`config.mk`:
```
export PLATFORM = sky130hd
export DESIGN_NAME = intra16_ctrl
export DESIGN_NICKNAME = d
export VERILOG_FILES = /design/src/intra_pkg.sv /design/src/intra16_ctrl.sv
export SDC_FILE = /design/constraint.sdc
export NUM_CORES = 1
export LEC_CHECK = 0
export CORE_AREA = 5 5 42 44
export DETAILED_ROUTE_END_ITERATION = 8
export DIE_AREA = 0 0 47 49
export DONT_BUFFER_PORTS = 1
export GPL_TIMING_DRIVEN = 0
export SETUP_SLACK_MARGIN = 0.15
export SLEW_MARGIN = 5
export SYNTH_ARGS = -nofsm -noshare
export SYNTH_HDL_FRONTEND = slang
export SYNTH_SLANG_ARGS = --single-unit
```
`constraint.sdc`:
```
create_clock -name clk -period 1.72 [get_ports clk]
set_input_delay 0.258 -clock clk [delete_from_list [all_inputs] [get_ports clk]]
set_output_delay 0.258 -clock clk [all_outputs]
set_load 0.01 [all_outputs]
```
`src/intra_pkg.sv`:
```
// Shared widths, pixel and cost types, mode enum and structs of the Intra 16x16 luma mode decision
package intra_pkg;

	//----------------------------------------------------------------------
	// Constants
	//----------------------------------------------------------------------
	localparam int BIT_DEPTH  = 8;
	localparam int BLK_PER_MB = 16;
	localparam int DC_DEFAULT = 128;

	//----------------------------------------------------------------------
	// Scalar types
	//----------------------------------------------------------------------
	typedef logic        [BIT_DEPTH-1:0]  pixel_t;
	typedef logic signed [BIT_DEPTH:0]    resid_t;
	typedef logic signed [BIT_DEPTH+4:0]  coef_t;
	typedef logic        [BIT_DEPTH+3:0]  abs_t;
	typedef logic        [BIT_DEPTH+7:0]  blk_cost_t;
	typedef logic        [BIT_DEPTH+11:0] mb_cost_t;
	// Upper two bits are the block row, lower two the block column
	typedef logic        [3:0]            blk_num_t;

	// All ones in 20 bits (1048575)
	localparam mb_cost_t COST_MAX = '1;

	typedef enum logic [1:0] {
		MODE_V  = 2'd0,
		MODE_H  = 2'd1,
		MODE_DC = 2'd2
	} pred_mode_t;

	//----------------------------------------------------------------------
	// Arrays, index 0 is leftmost or uppermost
	//----------------------------------------------------------------------
	typedef pixel_t [15:0] ref_line_t;
	typedef pixel_t [15:0] pix_blk_t;
	typedef resid_t [15:0] res_blk_t;
	typedef coef_t  [15:0] coef_blk_t;

	// Neighbour context of one macroblock
	typedef struct packed {
		ref_line_t top;
		ref_line_t left;
		logic      avail_t;
		logic      avail_l;
	} ref_ctx_t;

	// One 4x4 block request, last marks block 15 of a mode
	typedef struct packed {
		logic       valid;
		pred_mode_t mode;
		blk_num_t   num;
		logic       last;
	} blk_req_t;

endpackage

```
`src/intra16_ctrl.sv`:
```
// Intra 16x16 sequencer that steps three modes over sixteen 4x4 blocks after a start pulse
`timescale 1ns/1ns

module intra16_ctrl (
	input  logic                clk,
	input  logic                rst_n,
	input  logic                start_i,
	output intra_pkg::blk_req_t req_o,
	output logic                busy_o
);
	import intra_pkg::*;

	typedef enum logic {
		IDLE,
		RUN
	} state_t;

	// Block 14 sets last for the following request
	localparam blk_num_t NUM_PRE_LAST = blk_num_t'(BLK_PER_MB - 2);

	state_t   state;
	blk_req_t req_q;

	//----------------------------------------------------------------------
	// Mode and block counters live in the request register
	//----------------------------------------------------------------------
	always_ff @(posedge clk or negedge rst_n) begin
		if (!rst_n) begin
			state <= IDLE;
			req_q <= '0;
		end else begin
			case (state)
				IDLE: begin
					// Start only counts while idle
					if (start_i) begin
						state       <= RUN;
						req_q.valid <= 1'b1;
						req_q.mode  <= MODE_V;
						req_q.num   <= '0;
						req_q.last  <= 1'b0;
					end
				end
				RUN: begin
					if (req_q.last && req_q.mode == MODE_DC) begin
						// Keep num so blk_num_o holds while idle
						state       <= IDLE;
						req_q.valid <= 1'b0;
						req_q.last  <= 1'b0;
					end else begin
						req_q.num  <= req_q.num + 1'b1;
						req_q.last <= (req_q.num == NUM_PRE_LAST);
						if (req_q.last) begin
							req_q.mode <= pred_mode_t'(req_q.mode + 2'd1);
						end
					end
				end
				default: begin
					state <= IDLE;
				end
			endcase
		end
	end

	assign req_o  = req_q;
	assign busy_o = (state == RUN);

endmodule

```
### Word-level counts from Yosys, hierarchy flattened

Index checks and enable logic that the tools add are counted.

* $add $sub $neg: 2
* equality and inequality tests: 6
* mux-type cells: 9
* bitwise operators: 1
* reductions and logical operators: 4

Operator list (count)
* case mux 8 bit (2 select lines): 1
* 2-to-1 mux 8 bit: 1
* 2-to-1 mux 6 bit: 1
* adder 4 x 1 -> 4 bit (second input constant): 1
* equality test 4 bit (second input constant): 1
* 2-to-1 mux 1 bit: 4
* inequality test 2 x 1 -> 1 bit (second input constant): 2
* inequality test 2 bit (second input constant): 2
* AND reduction 2 bit: 2
* AND reduction 3 bit: 1
* adder 2 x 1 -> 2 bit (second input constant): 1
* equality test 2 bit (second input constant): 1
* 2-to-1 mux 2 bit: 1
* case mux 1 bit (2 select lines): 1
* logical AND 1 bit: 1
* NOT 1 bit: 1

* register bits after elaboration: 9
* input bits: 3
* output and inout bits: 9
* word-level logic and storage cells: 27

### Depth between registers and ports, before layout

Gate-level depths: netlist of the first run.

* depth in word-level cells: 4
* depth in mapped cells: 5
* depth with buffers taken out: 5

### Worst setup path before layout of the first run

OpenSTA, ideal clock, no wires.

* path kind: reg-to-reg
* from: register req_q (netlist bit req_o[5])
* to: register req_q (netlist bit req_o[3])
* library setup time: 126 ps
* arrival: 1128 ps
* path slack: 466 ps
* stages on the path, launching flop included: 5
* path buffers: 0
* path through: dfrtp_1 inv_1 ha_1 a21bo_1 a221o_1

* word-level cells in the longest chain between the ends: 4

Ends and longest elaborated chain
* start, declared: RTL line intra16_ctrl.sv:22 `blk_req_t req_q;`
* equality test 2 bit: RTL line intra16_ctrl.sv:44 `if (req_q.last && req_q.mode == MODE_DC) begin`
* logical AND 1 bit: RTL line intra16_ctrl.sv:44
* inequality test 2 bit (no line)
* AND reduction 2 bit (no line)

Every way passes these cells.
A chain may end at the register's enable or synchronous reset.

### Final worst setup path of the first run

* from: register req_q (netlist bit req_o[5])
* to: register req_q (netlist bit req_o[6])

* word-level cells in the longest chain between the ends: 4
* elaborated cells between the ends (all ways): 8

Ends and longest elaborated chain (RTL line)
* adder 2 x 1 -> 2 bit or equality test 2 bit (tied branches): intra16_ctrl.sv:53, intra16_ctrl.sv:44
* 2-to-1 mux 2 bit or logical AND 1 bit (tied branches): intra16_ctrl.sv:52, intra16_ctrl.sv:44
* 2-to-1 mux 6 bit or inequality test 2 bit (tied branches)
* case mux 8 bit (2 select lines) or AND reduction 3 bit (tied branches)

Several ways; a longest one is shown, not always the timed one. The select of a mux whose other input is x is not followed.

==> results of run 1 <==
==> path summary, 6_finish.rpt <==
path | startpoint | to
worst max-delay path | req_o[5] | req_o[6]
worst min-delay path | start_i | req_o[7]
worst max register to register | req_o[5] | req_o[6]
worst min register to register | req_o[4] | req_o[4]
max in group asynchronous | rst_n | req_o[1]
min in group asynchronous | rst_n | req_o[5]
==> cell families after synthesis <==
| family | Yosys count | synth area share |
|---|---|---|
| simple gates | 13 | 0.182 |
| fa+ha+maj | 3 | 0.0802 |
| flops | 9 | 0.481 |
| compound gates | 10 | 0.158 |
| buf+inv | 5 | 0.0561 |
| mux | 2 | 0.0428 |
==> final cells by class <==
cell class / count / area share
flip-flops and latches: 9 / 0.430
plain buffers: 1 / 0.0215
inverters: 4 / 0.0286
clock buffers: 4 / 0.0501
repair buffers: 1 / 0.0191
well taps: 16 / 0.0382
multi-input cells: 28 / 0.413
==> per-stage QoR <==
| step | instance area, um^2 | total power [mW] | util | hold WS, ns |
|---|---|---|---|---|
| final | 524 | 0.938 | 0.374 | 0.152 |
| after global routing | 524 | 1.02 | 0.374 | 0.151 |
| after CTS | 524 | 0.953 | 0.374 | 0.151 |
| after detailed placement | 488 | 0.773 | 0.348 | -0.0374 |
| after global placement | 488 | 0.763 | 0.348 | -0.0373 |
| after floorplan | 468 | 0.705 | - | -0.0376 |
==> cells in the final DEF (no fill, tap or decap), drive strengths merged <==
| cell type | netlist | layout |
|---|---|---|
| nand2 | 4 | 4 |
| nand4 | 1 | 1 |
| buf | 1 | 1 |
| a221o | 1 | 1 |
| nand3b | 1 | 1 |
| a21oi | 2 | 2 |
| a21bo | 1 | 1 |
| nor3b | 1 | 1 |
| a32o | 2 | 2 |
| a31oi | 1 | 1 |
| mux2i | 2 | 2 |
| dlygate4sd3 | 0 | 1 |
| and2 | 2 | 2 |
| nand2b | 2 | 2 |
| inv | 4 | 4 |
| o22ai | 2 | 2 |
| nor2 | 2 | 2 |
| dfrtp | 9 | 9 |
| o21ai | 1 | 1 |
| clkbuf | 0 | 4 |
| ha | 3 | 3 |
==> routing by layer <==
layer | vias to the layer above | global-route usage | routed length, um
met5 | - | 0 | 0
met4 | 0 | 0.0691 | 24
met3 | 4 | 0.0369 | 56
met2 | 9 | 0.115 | 394
met1 | 150 | 0.118 | 407
li1 | 159 | - | -
==> power by group <==
group / internal, mW / switching, mW
combinational: 0.178 / 0.150
sequential: 0.300 / 0.141
clock: 0.0897 / 0.0789
total: 0.568 / 0.370
==> sequential cells by signal (all words and copies together) (netlist names) <==
name	cells
req_o	8
busy_o	1
==> cells in the mapped netlist (2+ instances only) <==
master and instances:
nand2_1 4, dfrtp_1 9, nand2b_1 2, a21oi_1 2, o22ai_1 2, mux2i_1 2, ha_1 3, a32o_1 2
inv_1 4
==> flow_summary.ini, run 1 <==
[detailed_routing]
firstDrtPassIters = 4
vias = 322
viasPerCell = 5.11
postRouteAntennaNets = 0
wl_per_cell_um = 14.0
wirelength_um = 883
drt-initial-drc-count = 3
drc = 0

[timing]
maxSlewViolCount = 0
finalSetupViolCount = 0
layout_worst_path_cycle_share = 0.781
slew_headroom = 0.714
setup_tns_ns = 0
period_needed_ns = 1.34
rsz0062_at_grt = no
finalClockSkew_ns = 0.000938
hold_viol_final = 0
setup_ws_ns = 0.377
worst_pin_slew_ns = 0.428
max_freq_ghz = 0.745

[yosys]
synth_edf_count = 0
yosysTopAreaCell = dfrtp_1
yosysTopAreaCellShare = 0.481
ys_types = 21
synthCells = 42
synth_fp_nets = 48
syn_area_um2 = 468
synth.ff_latch_count = 9
ys.flop_type = dfrtp_1
synth.top_cells.by_area = dfrtp_1, ha_1, a32o_1
yosysSeqAreaShare = 0.481
ys_warn_count = 0
syn_avg_cell_area_um2 = 11.1
async_flop_share = 1.00

[critical_path]
cp-start-kind = register
critical_path_required_ns = 1.87
r2r_cells = 5
crit_top_cell = nand2b_1
path_buf_inv = 1
crit_fanout = 5
crit_cells = 5
path_cells = inv_1, ha_1, nand2b_1, nand2b_1, a32o_1
r2r_setup_slack_ns = 0.38
endpoint_kind = register
slowest_delay_ns = 0.41
cpMaxStageDelayCell = dfrtp_1
cp_data_arrival_time_ns = 1.50
path_class = register to register
crit_family = flip-flops

[cells_and_area]
layout-drive-gt1-share = 0.149
multi_input_area_um2 = 216
final.fill_count = 152
ff_latch_area_um2 = 225
final_nets = 54
area_delta_synth_final_pct = 12.0
stdcell_count = 63
diodes = 0

[clock_tree]
clk_path_buf_depth = 2
cts_tree = built
clock_latency_ns = 0.26
hold_buffers = 1
cts_buffers = 3
clockRootBuffer = clkbuf_4
numClockSinks = 9
cts-htree-levels = 1
ctsResizeCount = 0
cts_setup_buffers = 0
path_clk_slew_ns = 0.06

[place]
io_buffers = 0
place.gp.congestion = 0.707
preCtsSetupSlack_ns = 0.383
dp_cells = 58
hpwl_um = 638

[hold_path]
hold_path.class = primary input to register
hold_path_depth = 2

[floorplanning]
ios = 12
fp-row-count = 14
die_w_um = 47
dieArea_um2 = 2300
core_um2 = 1400
start_util = 0.334
die_y_um = 49

[global_route]
grt_pass1_wl_um = 1480
grt_max_degree = 11
first_global_vias = 326
track_usage = 0.0910
antenna_found_initial = 0
grt-ovfl-total = 0

[pwr]
ir_drop_v = 0.000578
p_per_area_nw_per_um2 = 1790
leakagePower_nw = 0.246

[job]
drv_cap = 0

[run_status]
status = completed
Power figures use the tool's default switching activity.
==> inputs of run 2 (changes only) <==
Settings changed: ABC_AREA set to 1.
Clock period 1.72 ns to 1.25 ns, I/O delays scaled along.
==> run 2 against run 1 <==
Compared with the run above:
- global-route usage shrank 0.59 points
- sequential power grew 29%
- clock skew is essentially flat
- power increased by 25%
- register-to-register slack lost 0.30 ns
- synthesized cell count up 17%
- design area rose by 7.9%
- synthesized area down 5.3%
- non-clock buffer count unchanged
- die area is the same
- critical path type unchanged
==> flow_summary.ini, run 2 <==
[run_status]
status = completed

[floorplanning]
dieArea_um2 = 2300
core_um2 = 1400
fp-row-count = 14
start_util = 0.316
die_y_um = 49
die_w_um = 47
ios = 12

[place]
hpwl_um = 644
io_buffers = 0
place.gp.congestion = 0.736
placed_area_um2 = 489

[detailed_routing]
viasPerCell = 4.75
drt-initial-drc-count = 1
drc = 0
vias = 337
firstDrtPassIters = 4
postRouteAntennaNets = 0
wirelength_um = 860
wl_per_cell_um = 12.1

[clock_tree]
clock_latency_ns = 0.26
cts-htree-levels = 1
path_clk_slew_ns = 0.06
cts_buffers = 3
clockRootBuffer = clkbuf_4
numClockSinks = 9
clk_path_buf_depth = 2
cts_tree = built

[timing]
worst_pin_slew_ns = 0.419
maxSlewViolCount = 0
setup_tns_ns = 0
rsz0062_at_grt = yes
max_freq_ghz = 0.852
hold_viol_final = 0
finalClockSkew_ns = 0.00122
slew_headroom = 0.720
layout_worst_path_cycle_share = 0.939
period_needed_ns = 1.17
finalSetupViolCount = 0

[cells_and_area]
layout-drive-gt1-share = 0.418
diodes = 0
final_common_cell = nand2_1
area_delta_synth_final_pct = 27.7
final_cell_mix = nand2_1, dfrtp_1, nand2_4, o21ai_1
post-route-cell-area_um2 = 566
largest_reg_flops = 8
final_nets = 62

[critical_path]
endpoint_kind = register
crit_top_cell = nand2_4
critical_path_required_ns = 1.40
cpMaxStageDelayCell = dfrtp_2
cp-start-kind = register
slowest_delay_ns = 0.41
path_cells = inv_2, ha_4, nand2_4, nand2_4, nand2_4, nand2_4, nand2_1, o21ai_1
crit_fanout = 5
path_class = register to register
cp_data_arrival_time_ns = 1.32

[yosys]
ys_types = 15
synth_fp_nets = 55
ys_warn_count = 0
ys.flop_type = dfrtp_1
synth.top_cells.by_area = dfrtp_1, nand2_1, ha_1
syn_area_um2 = 443
synth.ff_latch_count = 9
netlist_top_cells_count = nand2_1, dfrtp_1, inv_1, o21ai_1
synthCells = 49
synth_edf_count = 0
syn_avg_cell_area_um2 = 9.04
async_flop_share = 1.00
yosysTopAreaCellShare = 0.508
yosysSeqAreaShare = 0.508
synth_most_common_cell = nand2_1
yosysTopAreaCell = dfrtp_1

[global_route]
grt_max_degree = 10
first_global_vias = 326
grt-ovfl-total = 0
antenna_found_initial = 0
grt_pass1_wl_um = 1420
track_usage = 0.0851

[pwr]
leakagePower_nw = 0.267
ir_drop_v = 0.000970
p_comb_frac = 0.326
switching_power_uw = 466
swShare = 0.396
clockPowerShare = 0.189
p_per_area_nw_per_um2 = 2080
seq_power_share = 0.485
power.internal_uw = 709

[job]
drv_cap = 0

[hold_path]
hold_path.class = primary input to register
[run 2: changes by cell type after synthesis, sizes merged, moves of 2 or more]
cell	previous run	this run
mux2i	2	0
o21ai	1	7
a32o	2	0
and2	2	0
nand3	0	3
inv	4	6
a21oi	2	0
nand2	4	16
nand2b	2	0
or2	0	2
[run 2: logic make-up after synthesis]
| kind of cell | synth area share |
|---|---|
| simple gates | 0.263 |
| flops | 0.508 |
| compound gates | 0.0932 |
| buf+inv | 0.0508 |
| fa+ha+maj | 0.0848 |
[run 2: through the flow]
| step | cells | util | power [mW] | hold WS (ns) | setup slack, ns |
|---|---|---|---|---|---|
| 3_3_place_gp | 65 | 0.349 | 0.858 | -0.108 | 0.0373 |
| 2_1_floorplan | 49 | - | 0.799 | -0.108 | 0.118 |
| 4_1_cts | 71 | 0.393 | 1.15 | 0.0217 | 0.0560 |
| 3_5_place_dp | 65 | 0.349 | 0.871 | -0.108 | 0.0166 |
| 5_1_grt | 71 | 0.404 | 1.29 | 0.0114 | 0.00858 |
| 6_report | 71 | 0.404 | 1.17 | 0.0305 | 0.0760 |
[run 2: cell type report]
cell class              instances  area (um^2)
clock buffers                   4         26.3
repair buffers                  2         17.5
multi-input cells              34          248
inverters                       6         25.0
fillers                       142          836
flip-flops and latches          9          229
well taps                      16         20.0
[run 2: worst max-delay path: cells and delay by family (launching register included)]
kind            cells  cell delay [ns]
flops               1             0.41
simple gates        5             0.36
fa+ha+maj           1             0.16
buf+inv             1             0.07
compound gates      1             0.05
[run 2: what timing repair did]
action / in CTS / in global routing
hold buffers: 1 / 0
pin swaps: 4 / 3
setup endpoints to repair: 7 / 7
endpoints found under the hold margin: 9 / 0
resized for setup: 4 / 6
buffers inserted: 1 / 0
[run 2: final timing paths]
check,startpoint,to,slack [ns],cells past startpoint
setup / recovery,req_o[5],req_o[6],0.08,8
hold / removal,start_i,req_o[0],0.03,1
setup reg to reg,req_o[5],req_o[6],0.08,8
hold reg to reg,req_o[1],req_o[1],0.55,1
max in group asynchronous,rst_n,req_o[6],0.64,1
min in group asynchronous,rst_n,req_o[3],0.30,1
[run 2: per-layer routing]
metal  track usage  share of wire  vias to the layer above
met3        0.0664           0.12                        0
met5             0              0                        -
met1         0.101           0.42                      158
li1              -              -                      168
met4             0              0                        0
met2         0.129           0.46                       11
[run 2: power groups by stage]
stage | Clock (mW) | Sequential, mW | Combinational [mW]
4_1_cts | 0.234 | 0.562 | 0.358
3_5_place_dp | 0 | 0.560 | 0.311
5_1_grt | 0.254 | 0.592 | 0.442
2_1_floorplan | 0 | 0.528 | 0.271
6_report | 0.222 | 0.569 | 0.383
3_3_place_gp | 0 | 0.558 | 0.301
==> inputs of run 3 (changes only) <==
Settings changed: ABC_AREA 1 to not set.
==> run 3 against run 2 <==
Compared with the run above:
- the flow now finishes with violations (setup timing)
- flip-flop and latch count unchanged
- critical path depth decreased by 5
- power increased by 33%
- fmax decreased by 7.1%
==> flow_summary.ini, run 3 (synthesis results as in run 1) <==
[run_status]
status = finished with violations
failed_checks = setup timing

[cells_and_area]
area_delta_synth_final_pct = 31.6
final.fill_count = 144
diodes = 0
final_cell_mix = dfrtp_1, clkbuf_4, dfrtp_2
final_nets = 56
post-route-cell-area_um2 = 616
utilization = 0.439
final_common_cell = dfrtp_1
largest_reg_flops = 8
stdcell_count = 65
layout-drive-gt1-share = 0.490

[timing]
rsz0062_at_grt = yes
worst_pin_slew_ns = 0.429
hold_viol_final = 0
maxSlewViolCount = 0
setup_ws_ns = -0.0140
finalSetupViolCount = 1
slew_headroom = 0.713
layout_worst_path_cycle_share = 1.01
max_freq_ghz = 0.791
finalClockSkew_ns = 0.00430
period_needed_ns = 1.26

[place]
preCtsSetupSlack_ns = -0.0251
io_buffers = 0
place.gp.congestion = 0.743
placed_area_um2 = 495
hpwl_um = 620
dp_cells = 58

[critical_path]
slowest_delay_ns = 0.46
endpoint_kind = register
critical_path_required_ns = 1.39
path_cells = ha_4, a21bo_4, a221o_1
cp-start-kind = register
crit_fanout = 5
r2r_cells = 3
path_class = register to register
cp_data_arrival_time_ns = 1.41
cpMaxStageDelayCell = dfrtp_2
crit_family = compound AO/OA/AOI/OAI gates
path_buf_inv = 0
crit_cells = 3

[clock_tree]
clk_path_buf_depth = 2
numClockSinks = 9
cts-htree-levels = 1
clockRootBuffer = clkbuf_4
clock_latency_ns = 0.26
cts_tree = built
cts_buffers = 3
path_clk_slew_ns = 0.07

[global_route]
grt_max_degree = 11
track_usage = 0.0924
antenna_found_initial = 0
grt-ovfl-total = 0
first_global_vias = 318
grt_pass1_wl_um = 1540

[detailed_routing]
wirelength_um = 981
viasPerCell = 5.45
drt-initial-drc-count = 9
postRouteAntennaNets = 0
vias = 354
drc = 0
wl_per_cell_um = 15.1
firstDrtPassIters = 2

[pwr]
p_comb_frac = 0.418
total_power_mw = 1.56
swShare = 0.402
p_per_area_nw_per_um2 = 2530
power.internal_uw = 931
switching_power_uw = 626
leakagePower_nw = 0.273
clockPowerShare = 0.147
ir_drop_v = 0.000991
seq_power_share = 0.435

[floorplanning]
ios = 12
start_util = 0.334
fp-row-count = 14
core_um2 = 1400
die_w_um = 47
die_y_um = 49
dieArea_um2 = 2300

[hold_path]
hold_path_depth = 2
hold_path.class = primary input to register

[job]
drv_cap = 0
==> run 3: metal layers <==
metal / routed length [um] / share of wire / GRT usage
met5: 0 / 0 / 0
met4: 0 / 0 / 0.0138
met3: 80 / 0.082 / 0.0554
met2: 433 / 0.44 / 0.122
met1: 467 / 0.48 / 0.131
==> run 3: area by class of cell <==
class / count / area, um^2 / share of cell area
tap: 16 / 20.0 / 0.0325
multi-input combinational: 28 / 289 / 0.470
buffer: 1 / 11.3 / 0.0183
timing repair buffer: 3 / 25.0 / 0.0407
inverter: 4 / 15.0 / 0.0244
clock buffer: 4 / 26.3 / 0.0427
sequential: 9 / 229 / 0.372
==> run 3: power by group through the flow <==
stage | registers (mW) | clock network [mW] | logic [mW]
after floorplan | 0.595 | 0 | 0.396
after global placement | 0.629 | 0 | 0.448
after detailed placement | 0.633 | 0 | 0.452
after CTS | 0.639 | 0.232 | 0.506
after global routing | 0.707 | 0.246 | 0.714
final | 0.678 | 0.229 | 0.651
==> run 3: worst reg2reg max path, stage by stage (launching register included) <==
cell	delay, ns
dfrtp_2	0.46
ha_4	0.20
a21bo_4	0.21
a221o_1	0.28
==> run 3: metrics by stage <==
step	hold WS [ns]	setup TNS [ns]
after floorplan	-0.108	0
after global placement	-0.108	-0.0206
after detailed placement	-0.108	-0.0298
after CTS	0.0878	0
after global routing	0.106	-0.118
final	0.0866	-0.0140
==> run 3: path summary, 6_finish.rpt <==
check	start	endpoint	slack [ns]
worst min-delay path	start_i	req_o[7]	0.09
worst min register to register	req_o[4]	req_o[4]	0.55
min in group asynchronous	rst_n	req_o[3]	0.30
worst max register to register	req_o[6]	req_o[3]	-0.01
worst max-delay path	req_o[6]	req_o[3]	-0.01
max in group asynchronous	rst_n	req_o[1]	0.62
==> run 3: what timing repair did <==
item / 4_1_cts / 5_1_grt
hold endpoints to repair: 9 / 0
setup buffers: 0 / 2
setup endpoints to repair: 8 / 8
resized for setup: 2 / 11
cloned: 0 / 0
pin swaps: 1 / 8
hold buffers: 1 / 0
