File: config.mk
export PLATFORM = sky130hd
export DESIGN_NAME = intra16_dc
export DESIGN_NICKNAME = d
export VERILOG_FILES = /design/src/intra_pkg.sv /design/src/intra16_dc.sv
export SDC_FILE = /design/constraint.sdc
export NUM_CORES = 1
export LEC_CHECK = 0
export BUFFER_PORTS_ARGS = -buffer_cell sky130_fd_sc_hd__buf_2
export CORE_MARGIN = 3
export CORE_UTILIZATION = 40
export CTS_CLUSTER_SIZE = 14
export DETAILED_ROUTE_END_ITERATION = 8
export PLACE_DENSITY = 0.66
export SYNTH_ARGS = -nofsm -noshare
export SYNTH_HDL_FRONTEND = slang
export SYNTH_SLANG_ARGS = --single-unit
File: constraint.sdc
create_clock -name clk -period 2 [get_ports clk]
set_clock_uncertainty 0.15 [all_clocks]
set_input_delay 0.3 -clock clk [delete_from_list [all_inputs] [get_ports clk]]
set_output_delay 0.3 -clock clk [all_outputs]
set_load 0.05 [all_outputs]
File: src/intra_pkg.sv
// Shared widths, pixel and cost types, mode enum and structs of the Intra 16x16 luma mode decision
package intra_pkg;

	//----------------------------------------------------------------------
	// Constants
	//----------------------------------------------------------------------
	localparam int BIT_DEPTH  = 8;
	localparam int BLK_PER_MB = 16;
	localparam int DC_DEFAULT = 128;

	//----------------------------------------------------------------------
	// Scalar types
	//----------------------------------------------------------------------
	typedef logic        [BIT_DEPTH-1:0]  pixel_t;
	typedef logic signed [BIT_DEPTH:0]    resid_t;
	typedef logic signed [BIT_DEPTH+4:0]  coef_t;
	typedef logic        [BIT_DEPTH+3:0]  abs_t;
	typedef logic        [BIT_DEPTH+7:0]  blk_cost_t;
	typedef logic        [BIT_DEPTH+11:0] mb_cost_t;
	// Upper two bits are the block row, lower two the block column
	typedef logic        [3:0]            blk_num_t;

	// All ones in 20 bits (1048575)
	localparam mb_cost_t COST_MAX = '1;

	typedef enum logic [1:0] {
		MODE_V  = 2'd0,
		MODE_H  = 2'd1,
		MODE_DC = 2'd2
	} pred_mode_t;

	//----------------------------------------------------------------------
	// Arrays, index 0 is leftmost or uppermost
	//----------------------------------------------------------------------
	typedef pixel_t [15:0] ref_line_t;
	typedef pixel_t [15:0] pix_blk_t;
	typedef resid_t [15:0] res_blk_t;
	typedef coef_t  [15:0] coef_blk_t;

	// Neighbour context of one macroblock
	typedef struct packed {
		ref_line_t top;
		ref_line_t left;
		logic      avail_t;
		logic      avail_l;
	} ref_ctx_t;

	// One 4x4 block request, last marks block 15 of a mode
	typedef struct packed {
		logic       valid;
		pred_mode_t mode;
		blk_num_t   num;
		logic       last;
	} blk_req_t;

endpackage

File: src/intra16_dc.sv
// Intra 16x16 DC predictor that latches the rounded mean of the available neighbours at start
`timescale 1ns/1ns

module intra16_dc (
	input  logic                clk,
	input  logic                rst_n,
	input  logic                start_i,
	input  intra_pkg::ref_ctx_t ref_i,
	output intra_pkg::pixel_t   dc_o
);
	import intra_pkg::*;

	logic [BIT_DEPTH+3:0] sum_t;
	logic [BIT_DEPTH+3:0] sum_l;
	logic [BIT_DEPTH+4:0] sum_tl;
	pixel_t               dc_new;
	pixel_t               dc_q;

	always_comb begin
		sum_t = '0;
		sum_l = '0;
		for (int i = 0; i < 16; i++) begin
			sum_t += ref_i.top[i];
			sum_l += ref_i.left[i];
		end
		sum_tl = {1'b0, sum_t} + {1'b0, sum_l};

		// Rounded mean of 32 or 16 pixels
		case ({ref_i.avail_t, ref_i.avail_l})
			2'b11:   dc_new = pixel_t'((sum_tl + 13'd16) >> 5);
			2'b10:   dc_new = pixel_t'((sum_t + 12'd8) >> 4);
			2'b01:   dc_new = pixel_t'((sum_l + 12'd8) >> 4);
			default: dc_new = pixel_t'(DC_DEFAULT);
		endcase
	end

	// One value serves all sixteen DC blocks
	always_ff @(posedge clk or negedge rst_n) begin
		if (!rst_n) begin
			dc_q <= pixel_t'(DC_DEFAULT);
		end else if (start_i) begin
			dc_q <= dc_new;
		end
	end

	assign dc_o = dc_q;

endmodule

# Yosys cells after proc, flatten, opt, wreduce, memory -nomap -nowiden

Index checks and enable logic that the tools add are counted.
W data, S select, Z words.

$add $sub $neg: 34
Eq/ne operators: 3
Muxes and demuxes: 1

Operators by type and width:

| operator                | number |
|---|---|
| $add A12 B8 Y12         | 22 |
| $add A11 B8 Y12         | 2 |
| $add A12 B4 Y12 const B | 2 |
| $pmux W8 S3             | 1 |
| $add A10 B8 Y11         | 2 |
| $add A9 B8 Y10          | 2 |
| $add A8 B8 Y9           | 2 |
| $add A12 B12 Y13        | 1 |
| $add A13 B5 Y13 const B | 1 |
| $eq A2 B2 Y1 const B    | 2 |
| $eq A2 B1 Y1 const B    | 1 |

Register bits: 8
Bits of input ports: 261
Output and inout bits: 8
Logic and storage cells: 39

# Depth between registers and ports, before layout

Gate-level depths: netlist of the first run.

Depth in word-level cells: 18
Depth in mapped cells: 29
Depth with buffers taken out: 29

# Least setup slack after synthesis of the first run

OpenSTA, ideal clock, no wires.

Path type: input -> register
From: in ref_i[228] (netlist bit)
To: reg dc_q[6], in the netlist dc_o[6]
Setup time: 0.142 ns
Arrival time: 6.420 ns
Required time: 1.708 ns
Setup slack: -4.712 ns
Stages: 27
Path buffers: 0
Cell sequence: inv_1 fa_1 fa_1 inv_1 fa_1 fa_1 fa_1 inv_1 fa_1 inv_1 ha_1 fa_1 nand3_1 a21o_1 nand3b_1 xnor2_1 inv_1 ha_1 ha_1 nand2_1 nor2_1 a221oi_1 o21bai_1 a21oi_1 xnor2_1 nand4b_1 o221ai_1

Word-level cells in the longest chain between the ends: 7
Elaborated cells between the ends (all ways): 8
Those cells by class: 7 x add/sub; 1 x mux

RTL lines:

| element                        | RTL line         | source |
|---|---|---|
| from (decl)                    | intra16_dc.sv:8  | `input intra_pkg::ref_ctx_t ref_i,` |
| $add A12 B8 Y12 * (4 in a row) | intra16_dc.sv:23 | `sum_t += ref_i.top[i];` |
| $add A12 B12 Y13               | intra16_dc.sv:26 | `sum_tl = {1'b0, sum_t} + {1'b0, sum_l};` |
| $add A13 B5 Y13                | intra16_dc.sv:30 | `2'b11: dc_new = pixel_t'((sum_tl + 13'd16) >> 5);` |
| $pmux W8 S3 *                  | intra16_dc.sv:29 | `case ({ref_i.avail_t, ref_i.avail_l})` |
| to (signal assigned)           | intra16_dc.sv:40 | `dc_q <= pixel_t'(DC_DEFAULT);` |
| to (signal assigned)           | intra16_dc.sv:42 | `dc_q <= dc_new;` |
| to (decl)                      | intra16_dc.sv:17 | `pixel_t dc_q;` |

Every way passes the cells marked *; elsewhere a longest branch is shown, timed or not.
A chain may end at the register's enable or synchronous reset.

# Worst setup path in the final report of the first run

From: in ref_i[53] (netlist bit)
To: reg dc_q[6], in the netlist dc_o[6]

Word-level cells in the longest chain between the ends: 13
Elaborated cells between the ends (all ways): 14
Those cells by class: 13 x add/sub; 1 x mux

RTL lines:

| element                         | RTL line         | source |
|---|---|---|
| $add A12 B8 Y12 * (10 in a row) | intra16_dc.sv:24 | `sum_l += ref_i.left[i];` |
| $add A12 B12 Y13                | intra16_dc.sv:26 |  |
| $add A13 B5 Y13                 | intra16_dc.sv:30 |  |
| $pmux W8 S3 *                   | intra16_dc.sv:29 |  |

Marked as above.

==> out/qor.yml, run 1 <==
run_status:
  status: "finished with violations"
  violations: "setup timing"
synth:
  async_flop_share_pct: 100
  syn_nets: 1423
  ys_types: 62
  synth_area_mm2: 0.00817
  yosys_warnings: 0
  syn_inst: 879
  synth-seq-area-share_pct: 2.47
  syn_avg_cell_area_um2: 9.30
  synth_edf_count: 0
  ys_seq_elements: 8
  yosys_most_used_dff: "dfrtp_1"
worst_setup_path:
  critPathKind: "in -> reg"
  startpoint_type: "input port"
  worstPathRequired_ns: 1.95
  crit_path_end_kind: "flop"
  worstPathArrival_ns: 6.21
  cp_max_fo: 4
finish:
  finish.utilization_pct: 56.2
  multiInputGateArea_mm2: 0.00694
  largest_register_ffs: 8
  final_nets: 1784
  drive_above_1_share_pct: 37.5
  syn_to_final_growth_pct: 36.2
  fillers: 1802
  layout.area.seq_um2: 201
  antennaDiodeCount: 0
timing:
  final_hold_viol_count: 0
  timing.hold.ws_ns: 0.297
  setup_slack_ns: -4.26
  setup_violations: 8
  finalCritPeriodShare_pct: 313
  report.final.slew_viol_count: 0
  fin_crit_ns: 6.26
  slew_headroom_pct: 74.1
  grt_setup_unrepaired: "true"
  worst_slew_pin_slew_ns: 0.387
  fmax_mhz: 160
detailed_routing:
  dr.first_iter.drc_count: 120
  viasPerCell: 4.36
  vias: 6556
  drc: 0
  wire_per_inst_um: 11.7
  dr.pass1.iters: 4
  ant_nets: 0
  routed_wl_mm: 17.6
job:
  drv_cap: 0
place:
  place_congestion: 0.845
  place_hpwl_mm: 16.6
  portBuffers: 268
min_path:
  hold_class: "in -> async"
floorplanning:
  num_rows: 51
  dieArea_mm2: 0.0222
  die_y_um: 149
  fp.coreArea_mm2: 0.0198
  initial_core_util_pct: 41.3
  ioPinCount: 269
  die_w_um: 149
global_routing:
  grt_usage_pct: 16.5
  grt_pass1_vias: 7236
  antenna_found_initial: 0
  grt_first_pass_wirelength_mm: 30.8
  grt_max_degree: 15
  grt_overflow: 0
clock_network:
  h-tree-depth: 1
  numCtsBuffers: 3
  clock_path_buffers: 2
  clkTransAtPathRegs_ns: 0.04
  cts_sinks: 8
  cts_tree: "done"
  clk_latency_ns: 0.24
  clockRootBuffer: "clkbuf_16"
per-layer routing:
layer / global-route usage [%] / up-vias / share of wire [%]
met5: 0 / - / 0
met4: 1.37 / 0 / 0.70
met3: 1.28 / 12 / 3.5
met2: 32.0 / 128 / 57
met1: 20.7 / 3207 / 38
li1: - / 3209 / -
cells in the mapped netlist (4+ instances only):
master	number	area [um^2]
xor2_1	6	52.6
o211ai_1	5	37.5
a22oi_1	4	30.0
inv_1	387	1450
o22ai_1	5	31.3
mux2i_1	5	50.1
ha_1	67	838
nor2_1	21	78.8
o21ai_1	4	20.0
nand4_1	4	25.0
o21ai_0	9	45.0
nand2_1	18	67.6
nand2b_1	4	25.0
dfrtp_1	7	175
fa_1	216	4320
nand3_1	6	30.0
nor3_1	9	45.0
a21oi_1	12	60.1
nand3b_1	5	37.5
xnor2_1	14	123
o21bai_1	4	30.0
final timing paths:
path	start	endpoint	slack, ns	cells after the start
setup / recovery	ref_i[53]	dc_o[6]$_DFFE_PN0P_	-4.26	25
hold / removal	rst_n	dc_o[4]$_DFFE_PN0P_	0.30	2
setup reg to reg	dc_o[7]$_DFFE_PN1P_	dc_o[7]$_DFFE_PN1P_	0.84	4
hold reg to reg	dc_o[3]$_DFFE_PN0P_	dc_o[3]$_DFFE_PN0P_	0.39	2
max in group asynchronous	rst_n	dc_o[7]$_DFFE_PN1P_	1.15	2
min in group clk	start_i	dc_o[5]$_DFFE_PN0P_	0.30	2
area by class of cell:
| class | count | area share, % |
|---|---|---|
| Clock buffer | 4 | 0.709 |
| Sequential cell | 8 | 1.81 |
| Tap cell | 265 | 2.98 |
| Timing Repair Buffer | 364 | 18.9 |
| Inverter | 388 | 13.2 |
| Multi-Input combinational cell | 475 | 62.4 |
layout by cell type, fill, tap and decap left out, types with 7 or more instances in the layout:
cell type	n
xnor2_1	8
ha_1	46
ha_4	20
inv_2	17
a21oi_2	7
fa_1	214
dfrtp_1	7
nor3_1	7
inv_1	369
nor2_1	16
buf_2	263
nand2_1	15
buf_4	94
what timing repair did:
item,CTS,global route
gates resized for setup,27,44
hold buffers,1,0
pin swaps,31,36
setup buffers,8,4
endpoints found under the hold margin,8,0
endpoints found under the setup margin,8,8
metrics by stage:
| step | std cells | setup TNS [ns] | setup WS [ns] | area [um^2] |
|---|---|---|---|---|
| after global placement | 1488 | -35.19 | -4.53 | 10600 |
| after detailed placement | 1488 | -35.79 | -4.63 | 10600 |
| after floorplan | 879 | -31.92 | -4.34 | 8350 |
| after CTS | 1501 | -33.21 | -4.26 | 10900 |
| final | 1504 | -33.34 | -4.26 | 11100 |
| after global routing | 1504 | -35.23 | -4.51 | 11100 |
worst max-delay path, stage by stage:
cell,delay (ns)
buf_2,0.11
fa_1,0.55
inv_1,0.06
fa_1,0.50
inv_1,0.05
fa_1,0.55
fa_1,0.44
fa_1,0.52
fa_1,0.48
buf_4,0.17
fa_2,0.43
nand3_4,0.13
a21oi_4,0.07
buf_4,0.13
nor2_1,0.12
ha_2,0.30
ha_4,0.22
nand2_1,0.14
nor2_4,0.06
a221oi_2,0.29
o21bai_1,0.14
a21oi_2,0.17
xnor2_1,0.09
nand4b_1,0.09
o221ai_1,0.11
cell families (layout without fill, tap and decap cells):
logic type | count (synthesis) | in the layout | synth area share [%]
mux | 7 | 7 | 0.888
buf+inv | 396 | 756 | 18.4
xor+xnor | 20 | 20 | 2.14
fa+ha+maj | 283 | 283 | 63.2
compound gates | 76 | 76 | 7.08
simple gates | 89 | 89 | 5.82
flops | 8 | 8 | 2.47
Power of run 1 is left out: the tool's default activity adds up to more than one toggle a clock period on the data nets, which glitch-free logic cannot reach.
==> inputs of run 2 (changes only) <==
Settings changed: CORE_ASPECT_RATIO set to 1.1, PLACE_DENSITY 0.66 to 0.68, TNS_END_PERCENT set to 30.
Clock period 2 ns to 5.04 ns, I/O delays scaled along.
==> run 2 against run 1 <==
Net effect:
- the run still ends with setup timing left
- die area hardly changed
- non-clock buffer count decreased by 9
- worst hold slack got worse by 0.074 ns
- design area fell by 2.2%
- core utilization is 1.7 points lower
- via count decreased by 1.7%
- clock-buffer cell count did not move
- sequential share of layout area about the same
- flip-flop and latch count unchanged
- cell count decreased by 1.4%
- critical path type unchanged
- highest routed layer unchanged
==> out/qor.yml, run 2 (same netlist as run 1, synthesis figures left out) <==
global_routing:
  grt_overflow: 0  # unchanged
  antenna_found_initial: 1  # +1
  grt_first_pass_wirelength_mm: 29.2  # -5.2%
  grt_usage_pct: 15.7  # -0.74 points
  grt_max_degree: 16  # +1
  grt_pass1_vias: 6907  # -4.5%
clock_network:
  clockRootBuffer: "clkbuf_16"
  h-tree-depth: 1  # unchanged
  postCtsHoldBufs: 0  # -1
  numCtsBuffers: 3  # unchanged
  cts_tree: "done"
  clk_latency_ns: 0.24  # about the same
  clkTransAtPathRegs_ns: 0.04  # about the same
  clock_path_buffers: 2  # unchanged
  cts_sinks: 8  # unchanged
detailed_routing:
  dr.pass1.iters: 6  # +2
  wire_per_inst_um: 11.6  # -0.78%
  ant_nets: 0  # unchanged
  vias: 6442  # -1.7%
  viasPerCell: 4.34  # -0.35%
  drc: 0  # unchanged
  dr.first_iter.drc_count: 89  # -26%
  routed_wl_mm: 17.3  # -2.2%
place:
  dp_slack_ns: -2.10  # +2.52 ns
  place_hpwl_mm: 16.5  # -0.66%
  place_congestion: 0.861  # +1.9%
  portBuffers: 268  # unchanged
finish:
  final_common_cell: "inv_1"
  drive_above_1_share_pct: 35.0  # -2.5 points
  syn_to_final_growth_pct: 33.2
  final_nets: 1775  # -0.50%
  largest_register_ffs: 8  # unchanged
  fillers: 1799  # -0.17%
  final_cell_mix: "inv_1 (380), buf_2 (267), fa_1 (213), buf_4 (87), ha_1 (53)"
worst_setup_path:
  critPathKind: "in -> reg"
  worstPathRequired_ns: 5.04  # +3.09 ns
  startpoint_type: "input port"
  cp_max_fo: 4  # unchanged
  worstPathArrival_ns: 6.74  # +0.53 ns
  reg2reg_depth: 4  # unchanged
  crit_path_end_kind: "flop"
floorplanning:
  die_w_um: 142  # -4.5%
  fp.coreArea_mm2: 0.0199  # +0.76%
  ioPinCount: 269  # unchanged
  die_y_um: 156  # +4.7%
  num_rows: 54  # +5.9%
  initial_core_util_pct: 41.0  # -0.31 points
  dieArea_mm2: 0.0222  # about the same
timing:
  grt_setup_unrepaired: "true"
  setup_slack_ns: -1.70  # +2.56 ns
  setup_violations: 8  # unchanged
  slew_headroom_pct: 63.3  # -11 points
  final_hold_viol_count: 0  # unchanged
  finalCritPeriodShare_pct: 134
  report.final.slew_viol_count: 0  # unchanged
  worst_slew_pin_slew_ns: 0.550  # +0.163 ns
  fmax_mhz: 148
  fin_crit_ns: 6.74
  timing.hold.ws_ns: 0.223  # -0.0740 ns
min_path:
  hold_class: "in -> async"
run_status:
  violations: "setup timing"
  status: "finished with violations"
job:
  drv_cap: 0  # unchanged
## run 2: critical path: stages
cell and delay [ns]:
buf_2 0.11, fa_1 0.54, inv_1 0.06, fa_1 0.49, inv_1 0.05, fa_1 0.53
fa_1 0.44, fa_1 0.50, inv_1 0.05, fa_1 0.49, inv_2 0.05, ha_4 0.17
fa_2 0.40, nand3_4 0.11, a21oi_4 0.07, o31a_1 0.27, nor2_2 0.14, ha_4 0.22
ha_4 0.22, nand2_1 0.07, nor2_2 0.04, a221oi_2 0.32, o21bai_2 0.14, a21oi_2 0.16
xnor2_1 0.13, nand4b_1 0.12, o221ai_1 0.09
## run 2: final timing paths
kind / from / to / slack, ns
max: ref_i[68] / dc_o[6]$_DFFE_PN0P_ / -1.70
min: rst_n / dc_o[4]$_DFFE_PN0P_ / 0.22
max reg2reg: dc_o[7]$_DFFE_PN1P_ / dc_o[7]$_DFFE_PN1P_ / 3.88
min reg2reg: dc_o[3]$_DFFE_PN0P_ / dc_o[3]$_DFFE_PN0P_ / 0.38
max in group asynchronous: rst_n / dc_o[7]$_DFFE_PN1P_ / 4.26
min in group clk: dc_o[3]$_DFFE_PN0P_ / dc_o[3]$_DFFE_PN0P_ / 0.38
## run 2: through the flow
stage	setup TNS (ns)	cell area, um^2	instances	utilization (%)
after floorplan	-11.58	8310	879	-
after global placement	-14.96	10500	1467	52.6
after detailed placement	-15.33	10500	1467	52.6
after CTS	-12.90	10700	1477	53.6
after global routing	-14.71	10900	1483	54.6
final	-12.55	10900	1483	54.6
## run 2: cell type report
cell class                      count  area (um^2)  area share, %
Antenna cell                        1         2.50         0.0230
Clock buffer                        4         78.8          0.725
Inverter                          388         1460           13.5
Multi-Input combinational cell    475         6820           62.7
Sequential cell                     8          201           1.85
Tap cell                          252          315           2.90
Timing Repair Buffer              355         2000           18.4
## run 2: repair_timing
item	CTS	global route
setup buffers	6	5
endpoints found under the setup margin	8	8
pin swaps	30	41
gates resized for setup	13	29
## run 2: metal layers
layer | vias up | wire, um | track usage [%]
li1 | 3188 | - | -
met1 | 3138 | 6500 | 19.2
met2 | 102 | 10100 | 31.0
met3 | 14 | 501 | 1.07
met4 | 0 | 183 | 1.78
met5 | - | 0 | 0
Power of run 2 is left out for the same reason.
==> inputs of run 3 (changes only) <==
Settings changed: ABC_AREA set to 1, GPL_ROUTABILITY_DRIVEN set to 0.
==> run 3 against run 2 <==
Net effect:
- the flow still finishes with violations (setup timing)
- core utilization is 0.41 points higher
- via count is 7.9% higher
- first-iteration DRC count is 97% higher
- worst setup slack better by 0.27 ns
- critical path type unchanged
- critical endpoint is now dc_o[1]$_DFFE_PN0P_
- highest routed layer unchanged
==> out/qor.yml, run 3 <==
detailed_routing:
  wire_per_inst_um: 11.4  # -2.0%
  dr.first_iter.drc_count: 175  # +97%
  vias: 6952  # +7.9%
  viasPerCell: 4.36  # +0.28%
  drc: 0  # unchanged
  ant_nets: 0  # unchanged
  dr.pass1.iters: 4  # -2
  routed_wl_mm: 18.2  # +5.4%
finish:
  final_nets: 1889  # +6.4%
  antennaDiodeCount: 0  # -1
  instances_no_fill: 1596  # +7.6%
  layout.area.seq_um2: 201  # unchanged
  design_area_mm2: 0.0111  # +1.8%
  multiInputGateArea_mm2: 0.00704  # +3.2%
  final_common_cell: "inv_1"
  drive_above_1_share_pct: 32.7  # -2.3 points
  final_cell_mix: "inv_1 (412), buf_2 (266), fa_1 (214), nand2_1 (125), buf_4 (65)"
  syn_to_final_growth_pct: 32.6
  largest_register_ffs: 8  # unchanged
  fillers: 1870  # +3.9%
  finish.utilization_pct: 55.0  # +0.41 points
synth:
  synth_edf_count: 0  # unchanged
  syn_avg_cell_area_um2: 8.26  # -11%
  ys_top_cells_by_area: "fa_1 (52%), inv_1 (19%), ha_1 (10%)"
  syn_inst: 1011  # +15%
  yosys_warnings: 0  # unchanged
  syn_nets: 1555  # +9.3%
  synth_area_mm2: 0.00835  # +2.2%
  synth_most_common_cell: "inv_1"
  yosys_most_used_dff: "dfrtp_1"
  yosysTopAreaCell: "fa_1"
  synth-seq-area-share_pct: 2.41  # -0.052 points
  ys_types: 30  # -52%
  synth_top_area_share_pct: 51.8  # -1.1 points
  async_flop_share_pct: 100  # unchanged
  netlist_top_cells_count: "inv_1 (423), fa_1 (216), nand2_1 (142), ha_1 (67), nand3_1 (65)"
  ys_seq_elements: 8  # unchanged
run_status:
  violations: "setup timing"
  status: "finished with violations"
timing:
  fmax_mhz: 155  # +4.1%
  final_hold_viol_count: 0  # unchanged
  worst_slew_pin_slew_ns: 0.638  # +0.0879 ns
  setup_violations: 8  # unchanged
  grt_setup_unrepaired: "true"
  fin_crit_ns: 6.47  # -0.268 ns
  finalCritPeriodShare_pct: 128  # -5.3 points
  slew_headroom_pct: 57.4  # -5.9 points
  setup_slack_ns: -1.43  # +0.268 ns
  report.final.slew_viol_count: 0  # unchanged
clock_network:
  postCtsHoldBufs: 0  # unchanged
  cts_tree: "done"
  clkTransAtPathRegs_ns: 0.04  # about the same
  clk_latency_ns: 0.24  # about the same
  cts_sinks: 8  # unchanged
  clockRootBuffer: "clkbuf_16"
  h-tree-depth: 1  # unchanged
  clock_path_buffers: 2  # unchanged
  numCtsBuffers: 3  # unchanged
global_routing:
  grt_overflow: 0  # unchanged
  grt_pass1_vias: 7282  # +5.4%
  grt_max_degree: 16  # unchanged
  grt_first_pass_wirelength_mm: 30.4  # +4.0%
  grt_usage_pct: 16.2  # +0.50 points
  antenna_found_initial: 0  # -1
place:
  placed_area_mm2: 0.0107  # +1.6%
  placed_cells: 1584  # +8.0%
  portBuffers: 268  # unchanged
  place_hpwl_mm: 17.4  # +5.4%
  dp_slack_ns: -1.71  # +0.393 ns
floorplanning:
  die_w_um: 144  # +1.0%
  num_rows: 54  # unchanged
  dieArea_mm2: 0.0226  # +2.1%
  ioPinCount: 269  # unchanged
  die_y_um: 158  # +1.0%
  initial_core_util_pct: 41.5  # +0.46 points
  fp.coreArea_mm2: 0.0201  # +1.0%
job:
  drv_cap: 0  # unchanged
worst_setup_path:
  cp_max_fo: 3  # -1
  startpoint_type: "input port"
  critPathKind: "in -> reg"
  worstPathArrival_ns: 6.45  # -0.29 ns
  crit_path_end_kind: "flop"
  worstPathRequired_ns: 5.01  # -0.03 ns
min_path:
  hold_class: "in -> async"
-- run 3: cell types whose count changed after synthesis, sizes merged, moves of 5 or more --
cell	before	now
o211ai	5	0
nand2	18	152
nand3b	5	0
nand3	6	71
mux2i	5	0
xnor2	14	0
nor3	11	2
inv	388	425
-- run 3: area by class of cell --
cell class	instances	share of cell area, %
Tap cell	252	2.85
Multi-Input combinational cell	574	63.6
Timing Repair Buffer	333	16.6
Sequential cell	8	1.82
Inverter	425	14.4
Clock buffer	4	0.712
-- run 3: worst max-delay path: stages --
cell and delay (ns):
buf_2 0.11, fa_1 0.56, inv_2 0.04, fa_1 0.48, inv_2 0.04, fa_1 0.53
fa_1 0.45, fa_1 0.53, inv_2 0.04, fa_1 0.51, inv_2 0.05, ha_4 0.16
fa_2 0.40, xor2_2 0.21, inv_2 0.07, ha_4 0.28, inv_4 0.03, ha_4 0.24
nand2_4 0.07, inv_2 0.03, nand2_2 0.07, nand2_2 0.08, buf_4 0.14, buf_4 0.12
buf_4 0.13, nor2_4 0.07, o22ai_2 0.08, a22o_1 0.18
-- run 3: layer usage --
metal / global-route usage, % / vias up / part of all wire [%]
met5: 0 / - / 0
met4: 1.66 / 0 / 0.96
met3: 1.52 / 14 / 2.7
met2: 31.6 / 101 / 59
met1: 19.9 / 3372 / 37
li1: - / 3465 / -
-- run 3: cell families after synthesis --
group,count (synthesis),share of synthesized area (%)
fa+ha+maj,283,61.8
simple gates,252,13.5
buf+inv,429,19.4
flops,8,2.41
compound gates,37,2.67
xor+xnor,2,0.210
-- run 3: what timing repair did --
action / CTS / global route
endpoints found under the setup margin: 8 / 8
setup buffers: 4 / 4
gates cloned: 0 / 0
resized for setup: 11 / 52
pin swaps: 12 / 36
-- run 3: per-stage QoR --
stage,hold slack (ns),TNS (ns)
after floorplan,0.310,-9.03
after global placement,0.323,-12.32
after detailed placement,0.323,-12.73
after CTS,0.214,-10.69
after global routing,0.216,-12.46
final,0.210,-10.59
-- run 3: worst paths after layout --
path / from / to / slack, ns / cells after the start
max: ref_i[196] / dc_o[1]$_DFFE_PN0P_ / -1.43 / 28
min: rst_n / dc_o[2]$_DFFE_PN0P_ / 0.21 / 1
max reg2reg: dc_o[7]$_DFFE_PN1P_ / dc_o[7]$_DFFE_PN1P_ / 4.13 / 2
min reg2reg: dc_o[3]$_DFFE_PN0P_ / dc_o[3]$_DFFE_PN0P_ / 0.33 / 2
max in group asynchronous: rst_n / dc_o[7]$_DFFE_PN1P_ / 4.28 / 1
min in group clk: dc_o[3]$_DFFE_PN0P_ / dc_o[3]$_DFFE_PN0P_ / 0.33 / 2
Power of run 3 is left out for the same reason.
